**config.mk**
```make
export PLATFORM = sky130hd
export DESIGN_NAME = flash_boot_bridge
export DESIGN_NICKNAME = d
export VERILOG_FILES = /design/src/design/flash_boot_pkg.sv /design/src/design/spi_init_rom.sv /design/src/design/flash_cmd_queue.sv /design/src/design/flash_read_assembler.sv /design/src/design/boot_bus_ctrl.sv /design/src/design/flash_boot_bridge.sv
export SDC_FILE = /design/constraint.sdc
export NUM_CORES = 1
export LEC_CHECK = 0
export BUFFER_PORTS_ARGS = -buffer_cell sky130_fd_sc_hd__clkbuf_2
export CORE_MARGIN = 2
export CORE_UTILIZATION = 30
export CTS_BUF_LIST = sky130_fd_sc_hd__clkbuf_4
export DETAILED_ROUTE_END_ITERATION = 6
export GPL_TIMING_DRIVEN = 0
export SETUP_SLACK_MARGIN = 0.5
export SLEW_MARGIN = 20
export SYNTH_ARGS = -nofsm -noshare
export SYNTH_HDL_FRONTEND = slang
export SYNTH_SLANG_ARGS = --single-unit
export TNS_END_PERCENT = 5
```
**constraint.sdc**
```tcl
create_clock -name clk -period 6.35 [get_ports clk]
set_input_delay 1.27 -clock clk [delete_from_list [all_inputs] [get_ports clk]]
set_output_delay 1.27 -clock clk [all_outputs]
set_load 0.02 [all_outputs]
```
**src/design/flash_boot_pkg.sv**
```systemverilog
`default_nettype none

package flash_boot_pkg;

  localparam int unsigned addr_w       = 40;
  localparam int unsigned data_w       = 64;
  localparam int unsigned spi_word_w   = 32;
  localparam int unsigned flash_addr_w = 20;

  // SSPI controller block on the ring
  localparam logic [addr_w-1:0] spi_base = 40'h00_0010_0000;

  localparam logic [addr_w-1:0] ctrl_addr      = spi_base + 40'h00;
  localparam logic [addr_w-1:0] ssi_en_addr    = spi_base + 40'h08;
  localparam logic [addr_w-1:0] ser_addr       = spi_base + 40'h10;
  localparam logic [addr_w-1:0] baudr_addr     = spi_base + 40'h14;
  localparam logic [addr_w-1:0] tx_ftlr_addr   = spi_base + 40'h18;
  localparam logic [addr_w-1:0] rx_ftlr_addr   = spi_base + 40'h1c;
  localparam logic [addr_w-1:0] stat_addr      = spi_base + 40'h28;
  // tx and rx fifo share one window
  localparam logic [addr_w-1:0] fifo_addr      = spi_base + 40'h60;
  localparam logic [addr_w-1:0] spi_ctrl0_addr = spi_base + 40'hf4;

  localparam logic [data_w-1:0] disable_val        = 64'h0;
  localparam logic [data_w-1:0] dft_32_val         = 64'h0000_0000_001f_0000;
  localparam logic [data_w-1:0] baudr_val          = 64'h2;
  localparam logic [data_w-1:0] fifo_threshold_val = 64'h4;
  localparam logic [data_w-1:0] ser_val            = 64'h1;
  localparam logic [data_w-1:0] spi_ctrl0_val      = 64'h0000_0000_0000_021a;
  localparam logic [data_w-1:0] enable_val         = 64'h1;

  localparam int unsigned init_depth = 8;

  // status register bits
  localparam int unsigned stat_tx_not_full  = 1;
  localparam int unsigned stat_rx_not_empty = 3;

  localparam int unsigned frame_words = 3;

  typedef enum logic [7:0] {
    flash_page_program = 8'h02,
    flash_read         = 8'h03
  } flash_op_e;

  typedef enum logic [3:0] {
    boot_reset,
    init_write,
    init_wait,
    idle,
    tx_poll,
    tx_stat_wait,
    tx_write,
    rx_poll,
    rx_stat_wait,
    rx_get,
    rx_data_wait
  } boot_state_e;

endpackage

`default_nettype wire

```
**src/design/spi_init_rom.sv**
```systemverilog
`default_nettype none

module spi_init_rom (
  input  logic                              clk,
  input  logic                              rstn,
  input  logic                              init_next,
  output logic [flash_boot_pkg::addr_w-1:0] init_addr,
  output logic [flash_boot_pkg::data_w-1:0] init_data,
  output logic                              init_last
);

  logic [3:0] step;

  always_ff @(posedge clk) begin
    if (!rstn) begin
      step <= '0;
    end else if (init_next && !init_last) begin
      step <= step + 4'd1;
    end
  end

  assign init_last = (step == 4'(flash_boot_pkg::init_depth));

  // disable, configure, select slave, enable
  always_comb begin
    init_addr = '0;
    init_data = '0;
    case (step)
      4'd0: begin
        init_addr = flash_boot_pkg::ssi_en_addr;
        init_data = flash_boot_pkg::disable_val;
      end
      4'd1: begin
        init_addr = flash_boot_pkg::ctrl_addr;
        init_data = flash_boot_pkg::dft_32_val;
      end
      4'd2: begin
        init_addr = flash_boot_pkg::baudr_addr;
        init_data = flash_boot_pkg::baudr_val;
      end
      4'd3: begin
        init_addr = flash_boot_pkg::tx_ftlr_addr;
        init_data = flash_boot_pkg::fifo_threshold_val;
      end
      4'd4: begin
        init_addr = flash_boot_pkg::rx_ftlr_addr;
        init_data = flash_boot_pkg::fifo_threshold_val;
      end
      4'd5: begin
        init_addr = flash_boot_pkg::ser_addr;
        init_data = flash_boot_pkg::ser_val;
      end
      4'd6: begin
        init_addr = flash_boot_pkg::spi_ctrl0_addr;
        init_data = flash_boot_pkg::spi_ctrl0_val;
      end
      4'd7: begin
        init_addr = flash_boot_pkg::ssi_en_addr;
        init_data = flash_boot_pkg::enable_val;
      end
      default: begin
        init_addr = '0;
        init_data = '0;
      end
    endcase
  end

endmodule

`default_nettype wire

```
**src/design/flash_cmd_queue.sv**
```systemverilog
`default_nettype none

module flash_cmd_queue (
  input  logic                                  clk,
  input  logic                                  rstn,
  input  logic                                  accept_en,
  input  logic                                  s_aw_valid,
  input  logic                                  s_ar_valid,
  input  logic                                  s_b_ready,
  input  logic [flash_boot_pkg::addr_w-1:0]     s_aw_addr,
  input  logic [flash_boot_pkg::addr_w-1:0]     s_ar_addr,
  input  logic [flash_boot_pkg::data_w-1:0]     s_w_data,
  output logic                                  s_aw_ready,
  output logic                                  s_ar_ready,
  output logic                                  s_b_valid,
  input  logic                                  word_take,
  output logic                                  word_valid,
  output logic [flash_boot_pkg::spi_word_w-1:0] word_data,
  output logic                                  read_pending,
  input  logic                                  frame_done
);

  logic [flash_boot_pkg::spi_word_w-1:0] frame_q [flash_boot_pkg::frame_words];
  logic [1:0]                            words_left;
  logic                                  can_accept;
  logic                                  ar_fire;
  logic                                  aw_fire;
  logic [flash_boot_pkg::spi_word_w-1:0] cmd_word;

  assign can_accept = accept_en && (words_left == 2'd0);

  // reads win over writes
  assign s_ar_ready = can_accept;
  assign s_aw_ready = can_accept && !s_ar_valid && s_b_ready;
  assign ar_fire    = s_ar_valid && s_ar_ready;
  assign aw_fire    = s_aw_valid && s_aw_ready;
  assign s_b_valid  = aw_fire;

  always_comb begin
    if (s_ar_valid) begin
      cmd_word = {flash_boot_pkg::flash_read, 4'h0,
                  s_ar_addr[flash_boot_pkg::flash_addr_w-1:0]};
    end else begin
      cmd_word = {flash_boot_pkg::flash_page_program, 4'h0,
                  s_aw_addr[flash_boot_pkg::flash_addr_w-1:0]};
    end
  end

  always_ff @(posedge clk) begin
    if (!rstn) begin
      words_left <= 2'd0;
    end else if (ar_fire || aw_fire) begin
      words_left <= 2'(flash_boot_pkg::frame_words);
    end else if (word_take && word_valid) begin
      words_left <= words_left - 2'd1;
    end
  end

  // frame words shift toward slot 0
  always_ff @(posedge clk) begin
    if (ar_fire) begin
      frame_q[0] <= cmd_word;
      frame_q[1] <= '0;
      frame_q[2] <= '0;
    end else if (aw_fire) begin
      frame_q[0] <= cmd_word;
      frame_q[1] <= s_w_data[63:32];
      frame_q[2] <= s_w_data[31:0];
    end else if (word_take && word_valid) begin
      frame_q[0] <= frame_q[1];
      frame_q[1] <= frame_q[2];
      frame_q[2] <= '0;
    end
  end

  assign word_valid = (words_left != 2'd0);
  assign word_data  = frame_q[0];

  always_ff @(posedge clk) begin
    if (!rstn) begin
      read_pending <= 1'b0;
    end else if (ar_fire) begin
      read_pending <= 1'b1;
    end else if (frame_done) begin
      read_pending <= 1'b0;
    end
  end

endmodule

`default_nettype wire

```
**src/design/flash_read_assembler.sv**
```systemverilog
`default_nettype none

module flash_read_assembler (
  input  logic                                  clk,
  input  logic                                  rstn,
  input  logic                                  rx_word_valid,
  input  logic [flash_boot_pkg::spi_word_w-1:0] rx_word,
  output logic                                  rx_ready,
  output logic                                  s_r_valid,
  input  logic                                  s_r_ready,
  output logic [flash_boot_pkg::data_w-1:0]     s_r_data
);

  logic                                  upper_done;
  logic [flash_boot_pkg::spi_word_w-1:0] swapped;

  // first flash byte arrives in bits 7:0, goes to the top
  assign swapped = {rx_word[7:0], rx_word[15:8], rx_word[23:16], rx_word[31:24]};

  assign rx_ready = !s_r_valid;

  always_ff @(posedge clk) begin
    if (!rstn) begin
      upper_done <= 1'b0;
      s_r_valid  <= 1'b0;
    end else begin
      if (rx_word_valid && rx_ready) begin
        upper_done <= !upper_done;
        if (upper_done) begin
          s_r_valid <= 1'b1;
        end
      end else if (s_r_valid && s_r_ready) begin
        s_r_valid <= 1'b0;
      end
    end
  end

  always_ff @(posedge clk) begin
    if (rx_word_valid && rx_ready) begin
      if (upper_done) begin
        s_r_data[31:0] <= swapped;
      end else begin
        s_r_data[63:32] <= swapped;
      end
    end
  end

endmodule

`default_nettype wire

```
**src/design/boot_bus_ctrl.sv**
```systemverilog
`default_nettype none

module boot_bus_ctrl (
  input  logic                                  clk,
  input  logic                                  rstn,
  input  logic                                  boot_ena,
  input  logic [flash_boot_pkg::addr_w-1:0]     init_addr,
  input  logic [flash_boot_pkg::data_w-1:0]     init_data,
  input  logic                                  init_last,
  output logic                                  init_next,
  input  logic                                  word_valid,
  input  logic [flash_boot_pkg::spi_word_w-1:0] word_data,
  input  logic                                  read_pending,
  output logic                                  word_take,
  output logic                                  accept_en,
  output logic                                  frame_done,
  input  logic                                  rx_ready,
  output logic                                  rx_word_valid,
  output logic [flash_boot_pkg::spi_word_w-1:0] rx_word,
  output logic                                  m_aw_valid,
  output logic [flash_boot_pkg::addr_w-1:0]     m_aw_addr,
  output logic [flash_boot_pkg::data_w-1:0]     m_w_data,
  input  logic                                  m_aw_ready,
  input  logic                                  m_b_valid,
  output logic                                  m_ar_valid,
  output logic [flash_boot_pkg::addr_w-1:0]     m_ar_addr,
  input  logic                                  m_ar_ready,
  input  logic                                  m_r_valid,
  input  logic [flash_boot_pkg::data_w-1:0]     m_r_data,
  output logic                                  m_r_ready
);

  flash_boot_pkg::boot_state_e state, state_nxt;
  logic [1:0] word_cnt;
  logic       last_word;
  logic       r_fire;

  assign last_word = (word_cnt == 2'(flash_boot_pkg::frame_words - 1));
  assign r_fire    = m_r_valid && m_r_ready;

  always_ff @(posedge clk) begin
    if (!rstn || !boot_ena) begin
      state <= flash_boot_pkg::boot_reset;
    end else begin
      state <= state_nxt;
    end
  end

  // shared word count, tx words then rx words
  always_ff @(posedge clk) begin
    if (!rstn || !boot_ena) begin
      word_cnt <= 2'd0;
    end else if ((state == flash_boot_pkg::tx_write && m_aw_ready) ||
                 (state == flash_boot_pkg::rx_data_wait && r_fire)) begin
      word_cnt <= last_word ? 2'd0 : word_cnt + 2'd1;
    end
  end

  always_comb begin
    state_nxt = state;
    case (state)
      flash_boot_pkg::boot_reset: state_nxt = flash_boot_pkg::init_write;
      flash_boot_pkg::init_write: begin
        if (init_last) begin
          state_nxt = flash_boot_pkg::idle;
        end else if (m_aw_ready) begin
          state_nxt = flash_boot_pkg::init_wait;
        end
      end
      flash_boot_pkg::init_wait: begin
        if (m_b_valid) begin
          state_nxt = flash_boot_pkg::init_write;
        end
      end
      flash_boot_pkg::idle: begin
        if (word_valid) begin
          state_nxt = flash_boot_pkg::tx_poll;
        end
      end
      flash_boot_pkg::tx_poll: begin
        if (m_ar_ready) begin
          state_nxt = flash_boot_pkg::tx_stat_wait;
        end
      end
      flash_boot_pkg::tx_stat_wait: begin
        if (m_r_valid) begin
          state_nxt = m_r_data[flash_boot_pkg::stat_tx_not_full] ?
                      flash_boot_pkg::tx_write : flash_boot_pkg::tx_poll;
        end
      end
      flash_boot_pkg::tx_write: begin
        if (m_aw_ready) begin
          if (!last_word) begin
            state_nxt = flash_boot_pkg::tx_poll;
          end else begin
            state_nxt = read_pending ? flash_boot_pkg::rx_poll : flash_boot_pkg::idle;
          end
        end
      end
      flash_boot_pkg::rx_poll: begin
        if (m_ar_ready) begin
          state_nxt = flash_boot_pkg::rx_stat_wait;
        end
      end
      flash_boot_pkg::rx_stat_wait: begin
        if (m_r_valid) begin
          state_nxt = m_r_data[flash_boot_pkg::stat_rx_not_empty] ?
                      flash_boot_pkg::rx_get : flash_boot_pkg::rx_poll;
        end
      end
      flash_boot_pkg::rx_get: begin
        if (m_ar_ready) begin
          state_nxt = flash_boot_pkg::rx_data_wait;
        end
      end
      flash_boot_pkg::rx_data_wait: begin
        if (r_fire) begin
          state_nxt = last_word ? flash_boot_pkg::idle : flash_boot_pkg::rx_poll;
        end
      end
      default: state_nxt = flash_boot_pkg::boot_reset;
    endcase
  end

  assign init_next  = (state == flash_boot_pkg::init_wait) && m_b_valid;
  assign word_take  = (state == flash_boot_pkg::tx_write) && m_aw_ready;
  // hold off new requests while an answer is still parked
  assign accept_en  = (state == flash_boot_pkg::idle) && rx_ready;
  assign frame_done = (state_nxt == flash_boot_pkg::idle) &&
                      (state == flash_boot_pkg::tx_write ||
                       state == flash_boot_pkg::rx_data_wait);

  assign m_aw_valid = (state == flash_boot_pkg::init_write && !init_last) ||
                      (state == flash_boot_pkg::tx_write);
  assign m_aw_addr  = (state == flash_boot_pkg::init_write) ? init_addr :
                      flash_boot_pkg::fifo_addr;
  assign m_w_data   = (state == flash_boot_pkg::init_write) ? init_data :
                      {32'h0, word_data};

  assign m_ar_valid = (state == flash_boot_pkg::tx_poll) ||
                      (state == flash_boot_pkg::rx_poll) ||
                      (state == flash_boot_pkg::rx_get);
  assign m_ar_addr  = (state == flash_boot_pkg::rx_get) ? flash_boot_pkg::fifo_addr :
                      flash_boot_pkg::stat_addr;

  // word 0 is the command echo, dropped without waiting on the assembler
  assign m_r_ready  = (state == flash_boot_pkg::tx_stat_wait) ||
                      (state == flash_boot_pkg::rx_stat_wait) ||
                      (state == flash_boot_pkg::rx_data_wait &&
                       (word_cnt == 2'd0 || rx_ready));

  assign rx_word_valid = (state == flash_boot_pkg::rx_data_wait) && r_fire &&
                         (word_cnt != 2'd0);
  assign rx_word       = m_r_data[flash_boot_pkg::spi_word_w-1:0];

endmodule

`default_nettype wire

```
**src/design/flash_boot_bridge.sv**
```systemverilog
`default_nettype none

module flash_boot_bridge (
  input  logic                              clk,
  input  logic                              rstn,
  input  logic                              boot_ena,
  input  logic                              s_aw_valid,
  input  logic [flash_boot_pkg::addr_w-1:0] s_aw_addr,
  input  logic [flash_boot_pkg::data_w-1:0] s_w_data,
  output logic                              s_aw_ready,
  output logic                              s_b_valid,
  input  logic                              s_b_ready,
  input  logic                              s_ar_valid,
  input  logic [flash_boot_pkg::addr_w-1:0] s_ar_addr,
  output logic                              s_ar_ready,
  output logic                              s_r_valid,
  output logic [flash_boot_pkg::data_w-1:0] s_r_data,
  input  logic                              s_r_ready,
  output logic                              m_aw_valid,
  output logic [flash_boot_pkg::addr_w-1:0] m_aw_addr,
  output logic [flash_boot_pkg::data_w-1:0] m_w_data,
  input  logic                              m_aw_ready,
  input  logic                              m_b_valid,
  output logic                              m_ar_valid,
  output logic [flash_boot_pkg::addr_w-1:0] m_ar_addr,
  input  logic                              m_ar_ready,
  input  logic                              m_r_valid,
  input  logic [flash_boot_pkg::data_w-1:0] m_r_data,
  output logic                              m_r_ready
);

  logic [flash_boot_pkg::addr_w-1:0]     init_addr;
  logic [flash_boot_pkg::data_w-1:0]     init_data;
  logic                                  init_last;
  logic                                  init_next;
  logic                                  accept_en;
  logic                                  word_valid;
  logic [flash_boot_pkg::spi_word_w-1:0] word_data;
  logic                                  word_take;
  logic                                  read_pending;
  logic                                  frame_done;
  logic                                  rx_ready;
  logic                                  rx_word_valid;
  logic [flash_boot_pkg::spi_word_w-1:0] rx_word;

  spi_init_rom u_init_rom (
    .clk       (clk),
    .rstn      (rstn),
    .init_next (init_next),
    .init_addr (init_addr),
    .init_data (init_data),
    .init_last (init_last)
  );

  flash_cmd_queue u_cmd_queue (
    .clk          (clk),
    .rstn         (rstn),
    .accept_en    (accept_en),
    .s_aw_valid   (s_aw_valid),
    .s_ar_valid   (s_ar_valid),
    .s_b_ready    (s_b_ready),
    .s_aw_addr    (s_aw_addr),
    .s_ar_addr    (s_ar_addr),
    .s_w_data     (s_w_data),
    .s_aw_ready   (s_aw_ready),
    .s_ar_ready   (s_ar_ready),
    .s_b_valid    (s_b_valid),
    .word_take    (word_take),
    .word_valid   (word_valid),
    .word_data    (word_data),
    .read_pending (read_pending),
    .frame_done   (frame_done)
  );

  flash_read_assembler u_read_asm (
    .clk           (clk),
    .rstn          (rstn),
    .rx_word_valid (rx_word_valid),
    .rx_word       (rx_word),
    .rx_ready      (rx_ready),
    .s_r_valid     (s_r_valid),
    .s_r_ready     (s_r_ready),
    .s_r_data      (s_r_data)
  );

  boot_bus_ctrl u_bus_ctrl (
    .clk           (clk),
    .rstn          (rstn),
    .boot_ena      (boot_ena),
    .init_addr     (init_addr),
    .init_data     (init_data),
    .init_last     (init_last),
    .init_next     (init_next),
    .word_valid    (word_valid),
    .word_data     (word_data),
    .read_pending  (read_pending),
    .word_take     (word_take),
    .accept_en     (accept_en),
    .frame_done    (frame_done),
    .rx_ready      (rx_ready),
    .rx_word_valid (rx_word_valid),
    .rx_word       (rx_word),
    .m_aw_valid    (m_aw_valid),
    .m_aw_addr     (m_aw_addr),
    .m_w_data      (m_w_data),
    .m_aw_ready    (m_aw_ready),
    .m_b_valid     (m_b_valid),
    .m_ar_valid    (m_ar_valid),
    .m_ar_addr     (m_ar_addr),
    .m_ar_ready    (m_ar_ready),
    .m_r_valid     (m_r_valid),
    .m_r_data      (m_r_data),
    .m_r_ready     (m_r_ready)
  );

endmodule

`default_nettype wire

```
==> impl_metrics.ini, run 1 <==
[placed_design]
place.gp.congestion = 0.891
hpwl_um = 16800
pre_cts_ws_ns = 2.14
io_buffers = 257
placed_area_mm2 = 0.0107

[global_routing]
grt_first_pass_wirelength_um = 31200
busiest_layer = met2
track_usage_pct = 14.1
grt_pass1_vias = 5795
met3_usage_pct = 3.82
grt_max_degree = 50
overflow = 0
antenna_found_initial = 1
met2_usage_pct = 24.9
grt_use_met1_pct = 16.7

[worst_setup_path]
cp_max_fo = 10
cpPeakStageDelay_ns = 0.81
cp.arrival_ns = 2.88
ff2ff_path_depth = 9
crit_path_start_kind = input port
worstSetupStartpoint = s_ar_valid
cp-endpoint = s_aw_ready
cp_slowest_cell = buf_1
end_kind = output port
r2r_start = u_bus_ctrl.state[0]
crit_path_cell_trace = clkbuf_1 > buf_1 > and3b_1 > clkbuf_2
critPathKind = input port to output port
rr_endpoint = u_read_asm.s_r_data[7]
crit_required_ns = 5.08
r2r_slack_ns = 3.39

[hold_path]
hp-class = flop to flop
min_path_cells = 2

[routing]
drt_iter0_markers = 334
vias = 5894
routed_wl_um = 21300
dr.pass1.iters = 6
wl_per_cell_um = 14.7
drc_errors = 0
routed_via_density = 4.07
final_antenna_net_count = 0

[sta]
worst_slack_ns = 2.20
slew_headroom_pct = 32.4
period_share_pct = 65.4
rsz0062_at_grt = no
period_needed_ns = 4.15
fmax_mhz = 241
hold_violations = 0
fin_skew_ns = 0.0375
setup-violations-final = 0
slew_viol_final = 0
worstMarginPinSlew_ns = 1.00

[clock_network]
ctsHoldBuffers = 0
h-tree-depth = 4
cts_buffer_depth = 2
clock-sinks = 183
cts_tree = yes
clockRootBuffer = clkbuf_4
cts_buffers = 17
clock_latency_ns = 0.55
clk_pin_slew_worst_paths_ns = 0.17
cts_setup_buffers = 0
cts_resized = 0

[floorplanning]
die_area_mm2 = 0.0295
die_x_um = 172
coreArea_mm2 = 0.0278
start_util_pct = 30.4
io_pins = 434
die_y_um = 172
rows = 61

[final_layout]
fin_nets = 1281
final_area_mm2 = 0.0110
final_util_pct = 39.5
most-common-layout-cells = 257 x clkbuf_2, 160 x edfxtp_1, 105 x buf_4
syn2layout_area_growth_pct = 29.8
drive_above_1_share_pct = 40.1
final_common_cell = clkbuf_2

[power]
p_sw_uw = 600
seq_power_share_pct = 59.7
p_leak_uw = 0.00483
power.internal_uw = 1580
p_per_area_mw_per_mm2 = 199
p_sw_share_pct = 27.6
pwr-share-comb_pct = 10.4
ir_drop_mv = 0.101
power_uw = 2180
clkPwrFrac_pct = 29.8

[flow_run]
drv_cap = 0

[synthesis]
synth_area_per_cell_um2 = 12.7
syn_area_mm2 = 0.00845
yosys.cell_types.count = 59
synth_seq_cells = 183
synth_edf_count = 160
ys.warnings.count = 0
synthCells = 667
async_flop_share_pct = 0
ys_seq_area_share_pct = 62.3
ys.flop_type = edfxtp_1

[run_status]
status = finished, final reports clean
==> power groups by stage <==
| stage | Sequential [uW] | Clock (uW) | Combinational [uW] |
|---|---|---|---|
| 3_5_place_dp | 1330 | 0 | 227 |
| 2_1_floorplan | 1330 | 0 | 150 |
| 3_3_place_gp | 1330 | 0 | 226 |
| 4_1_cts | 1300 | 679 | 228 |
| 6_report | 1300 | 649 | 227 |
| 5_1_grt | 1300 | 719 | 248 |
==> cell type report <==
| class | instances | area (um^2) |
|---|---|---|
| diodes | 1 | 2.50 |
| plain buffers | 138 | 927 |
| clock buffers | 17 | 128 |
| clock inverters | 15 | 155 |
| fillers | 2813 | 16800 |
| inverters | 15 | 61.3 |
| multi-input cells | 432 | 2590 |
| flip-flops and latches | 183 | 5270 |
| well taps | 378 | 473 |
| repair buffers | 268 | 1370 |
==> worst max-delay path, delay by kind of cell <==
family / cells / cell delay [ns]
simple gates: 1 / 0.28
buf+inv: 3 / 1.32
==> metrics by stage <==
| stage | hold WS, ns | TNS [ns] | std cells |
|---|---|---|---|
| floorplan | 0.456 | 0 | 768 |
| global placement | 0.467 | -71.00 | 1403 |
| detailed placement | 0.477 | 0 | 1414 |
| CTS | 0.501 | 0 | 1446 |
| global route | 0.528 | 0 | 1447 |
| finish | 0.499 | 0 | 1447 |
==> cell usage after synthesis (all sizes together) (14+ instances only) <==
cell    count  area share [%]
nand2      53             2.4
edfxtp    160              57
clkbuf     20            0.89
and2       69             5.1
buf       118              10
o21ai      31             1.8
a22o       32             3.3
nor2       19            0.84
mux2i      26             3.1
inv        14            0.62
dfxtp      23             5.5
==> cell families after synthesis <==
group	Yosys count	share of synthesized area [%]
fa+ha+maj	7	1.04
flops	183	62.3
mux	29	3.48
buf+inv	153	11.6
xor+xnor	5	0.519
compound gates	97	8.24
simple gates	191	12.7
other cells	2	0.0889
==> registers in the layout, summed over array words and instances, names as in the netlist, named ones only <==
signal                    flops
u_read_asm.s_r_valid          1
u_bus_ctrl.state              4
u_bus_ctrl.word_cnt           2
u_read_asm.upper_done         1
u_cmd_queue.read_pending      1
u_cmd_queue.frame_q          96
u_init_rom.step               4
u_cmd_queue.words_left        2
u_read_asm.s_r_data          64
==> worst min-delay path by stage <==
stage               slack (ns)                      start                        end
floorplan                 0.46  u_cmd_queue.words_left[1]  u_cmd_queue.words_left[1]
CTS                       0.50  u_cmd_queue.words_left[1]  u_cmd_queue.words_left[1]
global route              0.53  u_cmd_queue.words_left[1]  u_cmd_queue.words_left[1]
detailed placement        0.48  u_cmd_queue.words_left[1]  u_cmd_queue.words_left[1]
global placement          0.47  u_cmd_queue.words_left[1]  u_cmd_queue.words_left[1]
finish                    0.50  u_cmd_queue.words_left[1]  u_cmd_queue.words_left[1]
==> layer usage <==
metal | share of wire [%] | wire, um | up-vias
met5 | 0 | 0 | -
li1 | - | - | 2939
met2 | 49 | 10500 | 275
met3 | 8.1 | 1710 | 22
met4 | 1.4 | 289 | 0
met1 | 41 | 8820 | 2658
No activity file was read; power rests on OpenSTA's default activity.
==> run 2, diff against run 1 <==
==> constraint.sdc (replaced) <==
create_clock -name clk -period 4.26 [get_ports clk]
set_input_delay 0.852 -clock clk [delete_from_list [all_inputs] [get_ports clk]]
set_output_delay 0.852 -clock clk [all_outputs]
set_load 0.02 [all_outputs]
==> impl_metrics.ini, run 2 (synthesis results as in run 1) <==
[final_layout]
final_area_mm2 = 0.0110
most-common-layout-cells = 258 x clkbuf_2, 160 x edfxtp_1, 107 x buf_4
fillers = 2784
reg.largest.list = u_cmd_queue.frame_q x96, u_read_asm.s_r_data x64
final_common_cell = clkbuf_2
fin_cells = 1444
largest_reg_flops = 96
drive_above_1_share_pct = 40.3
regMostFlops = u_cmd_queue.frame_q
fin_nets = 1279
syn2layout_area_growth_pct = 29.8

[sta]
fin_skew_ns = 0.0269
hold_violations = 0
setup-violations-final = 0
fin_tns_setup_ns = 0
fmax_mhz = 283
period_needed_ns = 3.54
slew_headroom_pct = 32.3
worstMarginPinSlew_ns = 1.00
rsz0062_at_grt = yes
worst_slack_ns = 0.720
slew_viol_final = 0
period_share_pct = 83.1

[power]
pwr-share-comb_pct = 10.6
seq_power_share_pct = 60.6
power_uw = 3200
p_sw_share_pct = 26.8
power.internal_uw = 2340
ir_drop_mv = 0.141
p_sw_uw = 859
p_leak_uw = 0.00481
p_per_area_mw_per_mm2 = 292
clkPwrFrac_pct = 28.8

[clock_network]
clockRootBuffer = clkbuf_4
clk_pin_slew_worst_paths_ns = 0.16
clock-sinks = 183
cts_buffer_depth = 2
h-tree-depth = 4
clock_latency_ns = 0.57
cts_buffers = 17
cts_tree = yes

[routing]
dr.pass1.iters = 4
wl_per_cell_um = 14.7
vias = 5921
drt_iter0_markers = 299
routed_wl_um = 21300
routed_via_density = 4.10
drc_errors = 0
final_antenna_net_count = 0

[worst_setup_path]
critPathKind = flop to output port
cp_common_cell = clkbuf_2
crit_family = buffers and inverters
crit_buf_inv = 4
cp.arrival_ns = 2.69
end_kind = output port
cp_max_fo = 10
cpPeakStageDelay_ns = 0.59
cp_slowest_cell = or4b_1
crit_path_start_kind = flop
crit_required_ns = 3.41
crit_path_cell_trace = clkbuf_1 > or4b_1 > clkbuf_2 > buf_2 > o21ai_0 > clkbuf_2

[placed_design]
dp_cells = 1412
pre_cts_ws_ns = 0.681
place.gp.congestion = 0.891
hpwl_um = 16800
placed_area_mm2 = 0.0107
io_buffers = 257

[global_routing]
grt_max_degree = 52
antenna_found_initial = 2
overflow = 0
track_usage_pct = 14.1
grt_first_pass_wirelength_um = 30800
grt_pass1_vias = 5653

[flow_run]
drv_cap = 0

[floorplanning]
die_y_um = 172
io_pins = 434
die_x_um = 172
rows = 61
coreArea_mm2 = 0.0278
start_util_pct = 30.4
die_area_mm2 = 0.0295

[hold_path]
hp-class = input port to flop

[run_status]
status = finished, final reports clean
-- run 2: area by class of cell --
class	count	area [um^2]	share of cell area (%)
clock buffer	17	128	1.16
clock inverter	14	131	1.20
multi-input combinational	432	2600	23.7
sequential	183	5270	48.0
timing repair buffer	266	1370	12.5
buffer	138	930	8.48
inverter	15	61.3	0.559
antenna	1	2.50	0.0228
tap	378	473	4.31
-- run 2: timing repair --
| action | in CTS | in global routing |
|---|---|---|
| endpoints found under the hold margin | 0 | 0 |
| endpoints found under the setup margin | 9 | 22 |
| buffers inserted | 0 | 0 |
| hold buffers | 0 | 0 |
| gates resized for setup | 2 | 4 |
-- run 2: per-layer routing --
layer	share of wire, %	up-vias	global-route usage [%]
met5	0	-	0
met4	1.1	0	4.20
met3	8.1	14	3.47
met2	50	277	25.1
met1	41	2688	16.6
li1	-	2942	-
-- run 2: power groups by stage --
stage / sequential (uW) / clock [uW] / combinational, uW
2_1_floorplan: 1980 / 0 / 224
3_3_place_gp: 1980 / 0 / 338
3_5_place_dp: 1980 / 0 / 340
4_1_cts: 1940 / 962 / 341
5_1_grt: 1940 / 1020 / 367
6_report: 1940 / 920 / 340
-- run 2: worst reg2reg max path, cell delays in order (launching register included) --
cell and delay (ns):
dfxtp_1 0.33, buf_2 0.16, nand4bb_1 0.27, nor3_2 0.66
buf_2 0.43, a21oi_1 0.16, inv_6 0.38, buf_16 0.30
-- run 2: stage by stage --
step / hold WS, ns / util, %
after global routing: 0.394 / 39.5
final: 0.469 / 39.5
after global placement: 0.468 / 38.1
after detailed placement: 0.474 / 38.5
after floorplan: 0.456 / -
after CTS: 0.392 / 39.4
-- run 2: final timing paths --
path,slack (ns),start,cells past startpoint,end
setup / recovery,0.72,u_bus_ctrl.state[1],6,m_aw_valid
setup reg to reg,1.21,u_bus_ctrl.state[0],7,u_cmd_queue.frame_q[0][50]
hold reg to reg,0.50,u_cmd_queue.words_left[1],2,u_cmd_queue.words_left[1]
hold / removal,0.47,m_r_data[22],1,u_read_asm.s_r_data[46]
==> run 3, diff against run 2 <==
==> constraint.sdc (replaced) <==
create_clock -name clk -period 3.45 [get_ports clk]
set_input_delay 0.69 -clock clk [delete_from_list [all_inputs] [get_ports clk]]
set_output_delay 0.69 -clock clk [all_outputs]
set_load 0.02 [all_outputs]
==> impl_metrics.ini, run 3 (synthesis results as in run 1) <==
[global_routing]
grt_pass1_vias = 5769
antenna_found_initial = 1
grt_max_degree = 35
track_usage_pct = 14.4
met3_usage_pct = 3.96
overflow = 0
grt_use_met1_pct = 16.7
busiest_layer = met2
grt_first_pass_wirelength_um = 31600
met2_usage_pct = 25.7

[sta]
holdWs_ns = 0.312
hold_violations = 0
rsz0062_at_grt = yes
fmax_mhz = 331
slew_headroom_pct = 30.4
fin_skew_ns = 0.0384
worstMarginPinSlew_ns = 1.04
period_share_pct = 87.5
setup-violations-final = 0
period_needed_ns = 3.02
slew_viol_final = 0

[final_layout]
regMostFlops = u_cmd_queue.frame_q
drive_above_1_share_pct = 42.5
fillers = 2787
multi_input_area_mm2 = 0.00268
largest_reg_flops = 96
final_common_cell = clkbuf_2
fin_nets = 1291
reg.largest.list = u_cmd_queue.frame_q x96, u_read_asm.s_r_data x64
most-common-layout-cells = 250 x clkbuf_2, 160 x edfxtp_1, 119 x buf_4
fin_cells = 1457
area.sequential_mm2 = 0.00527
syn2layout_area_growth_pct = 34.5

[clock_network]
cts_buffer_depth = 2
clk_pin_slew_worst_paths_ns = 0.17
cts_buffers = 17
clock-sinks = 183
clockRootBuffer = clkbuf_4
h-tree-depth = 4
clock_latency_ns = 0.56
cts_tree = yes

[flow_run]
drv_cap = 0

[floorplanning]
io_pins = 434
start_util_pct = 30.4
die_area_mm2 = 0.0295
die_y_um = 172
rows = 61
die_x_um = 172
coreArea_mm2 = 0.0278

[placed_design]
dp_cells = 1412
place.gp.congestion = 0.885
hpwl_um = 16800
io_buffers = 257

[power]
p_sw_uw = 1090
p_sw_share_pct = 26.2
clkPwrFrac_pct = 31.8
pwr-share-comb_pct = 10.6
seq_power_share_pct = 57.6
p_leak_uw = 0.00500
ir_drop_mv = 0.189
power.internal_uw = 3070
p_per_area_mw_per_mm2 = 366

[routing]
routed_via_density = 4.12
drt_iter0_markers = 259
routed_wl_um = 21500
wl_per_cell_um = 14.8
vias = 6008
drc_errors = 0
dr.pass1.iters = 4
final_antenna_net_count = 0

[hold_path]
hp-class = input port to flop

[worst_setup_path]
end_kind = output port
crit_required_ns = 2.76
crit_buf_inv = 3
cpPeakStageDelay_ns = 0.54
critPathKind = flop to output port
cp_max_fo = 8
cp.arrival_ns = 2.33
crit_path_cell_trace = buf_6 > or4b_4 > clkbuf_16 > or3_4 > nand2_1 > clkbuf_4
crit_family = simple AND/OR/NAND/NOR gates
crit_path_start_kind = flop
cp_slowest_cell = or4b_4

[run_status]
status = finished, final reports clean
[run 3: cell count changes in the layout (fill, tap and decap cells not counted), moves of 3 or more]
cell and delta:
buf_2 -5, clkbuf_8 +7, clkbuf_2 -8, buf_6 +3, nand2_1 -3, inv_6 -4
buf_4 +12, clkbuf_1 -3, clkbuf_4 +4
[run 3: power by group through the flow]
stage | clock [uW] | combinational, uW | sequential (uW)
2_1_floorplan | 0 | 277 | 2440
3_3_place_gp | 0 | 415 | 2440
3_5_place_dp | 0 | 418 | 2440
4_1_cts | 1380 | 440 | 2390
5_1_grt | 1460 | 479 | 2390
6_report | 1320 | 441 | 2390
[run 3: worst register-to-register path: cells and delay by family (launching register included)]
family | cells | cell delay (ns)
and+or+nand+nor | 4 | 0.82
DFF | 1 | 0.49
adders and majority gates | 2 | 0.51
AOI/OAI and AO/OA | 1 | 0.20
buffers and inverters | 2 | 0.34
muxes | 1 | 0.39
[run 3: area by class of cell]
type	count	share of cell area, %
antenna	1	0.0220
buffer	138	8.70
clock buffer	17	1.12
clock inverter	15	1.79
inverter	15	0.528
multi-input combinational	432	23.6
sequential	183	46.4
tap	378	4.16
timing repair buffer	278	13.7
[run 3: path summary, 6_finish.rpt]
check | startpoint | to | slack (ns) | cells after the start
worst max-delay path | u_bus_ctrl.state[3] | m_w_data[3] | 0.43 | 6
worst min-delay path | m_r_data[8] | u_read_asm.s_r_data[48] | 0.31 | 1
worst max register to register | u_init_rom.step[0] | flop | 0.63 | 10
worst min register to register | u_cmd_queue.words_left[1] | u_cmd_queue.words_left[1] | 0.51 | 2
[run 3: what timing repair did]
item	in CTS	in global routing
pin swaps	2	2
gates resized for setup	49	2
buffers inserted	8	3
hold buffers	0	0
cloned	1	0
endpoints found under the setup margin	125	123
[run 3: layer usage]
layer,vias up,wire length (um)
met1,2743,8640
li1,2954,-
met3,22,1670
met5,-,0
met4,0,359
met2,289,10800
[run 3: metrics by stage]
| step | setup WS (ns) | setup TNS (ns) | instance area (um^2) | util (%) | power [uW] |
|---|---|---|---|---|---|
| 2_1_floorplan | 0.0384 | 0 | 8850 | - | 2720 |
| 3_3_place_gp | -1.11 | -116.32 | 10600 | 38.2 | 2860 |
| 3_5_place_dp | 0.0236 | 0 | 10700 | 38.7 | 2860 |
| 4_1_cts | 0.351 | 0 | 11300 | 40.8 | 4220 |
| 5_1_grt | 0.265 | 0 | 11400 | 40.9 | 4330 |
| 6_report | 0.430 | 0 | 11400 | 40.9 | 4160 |
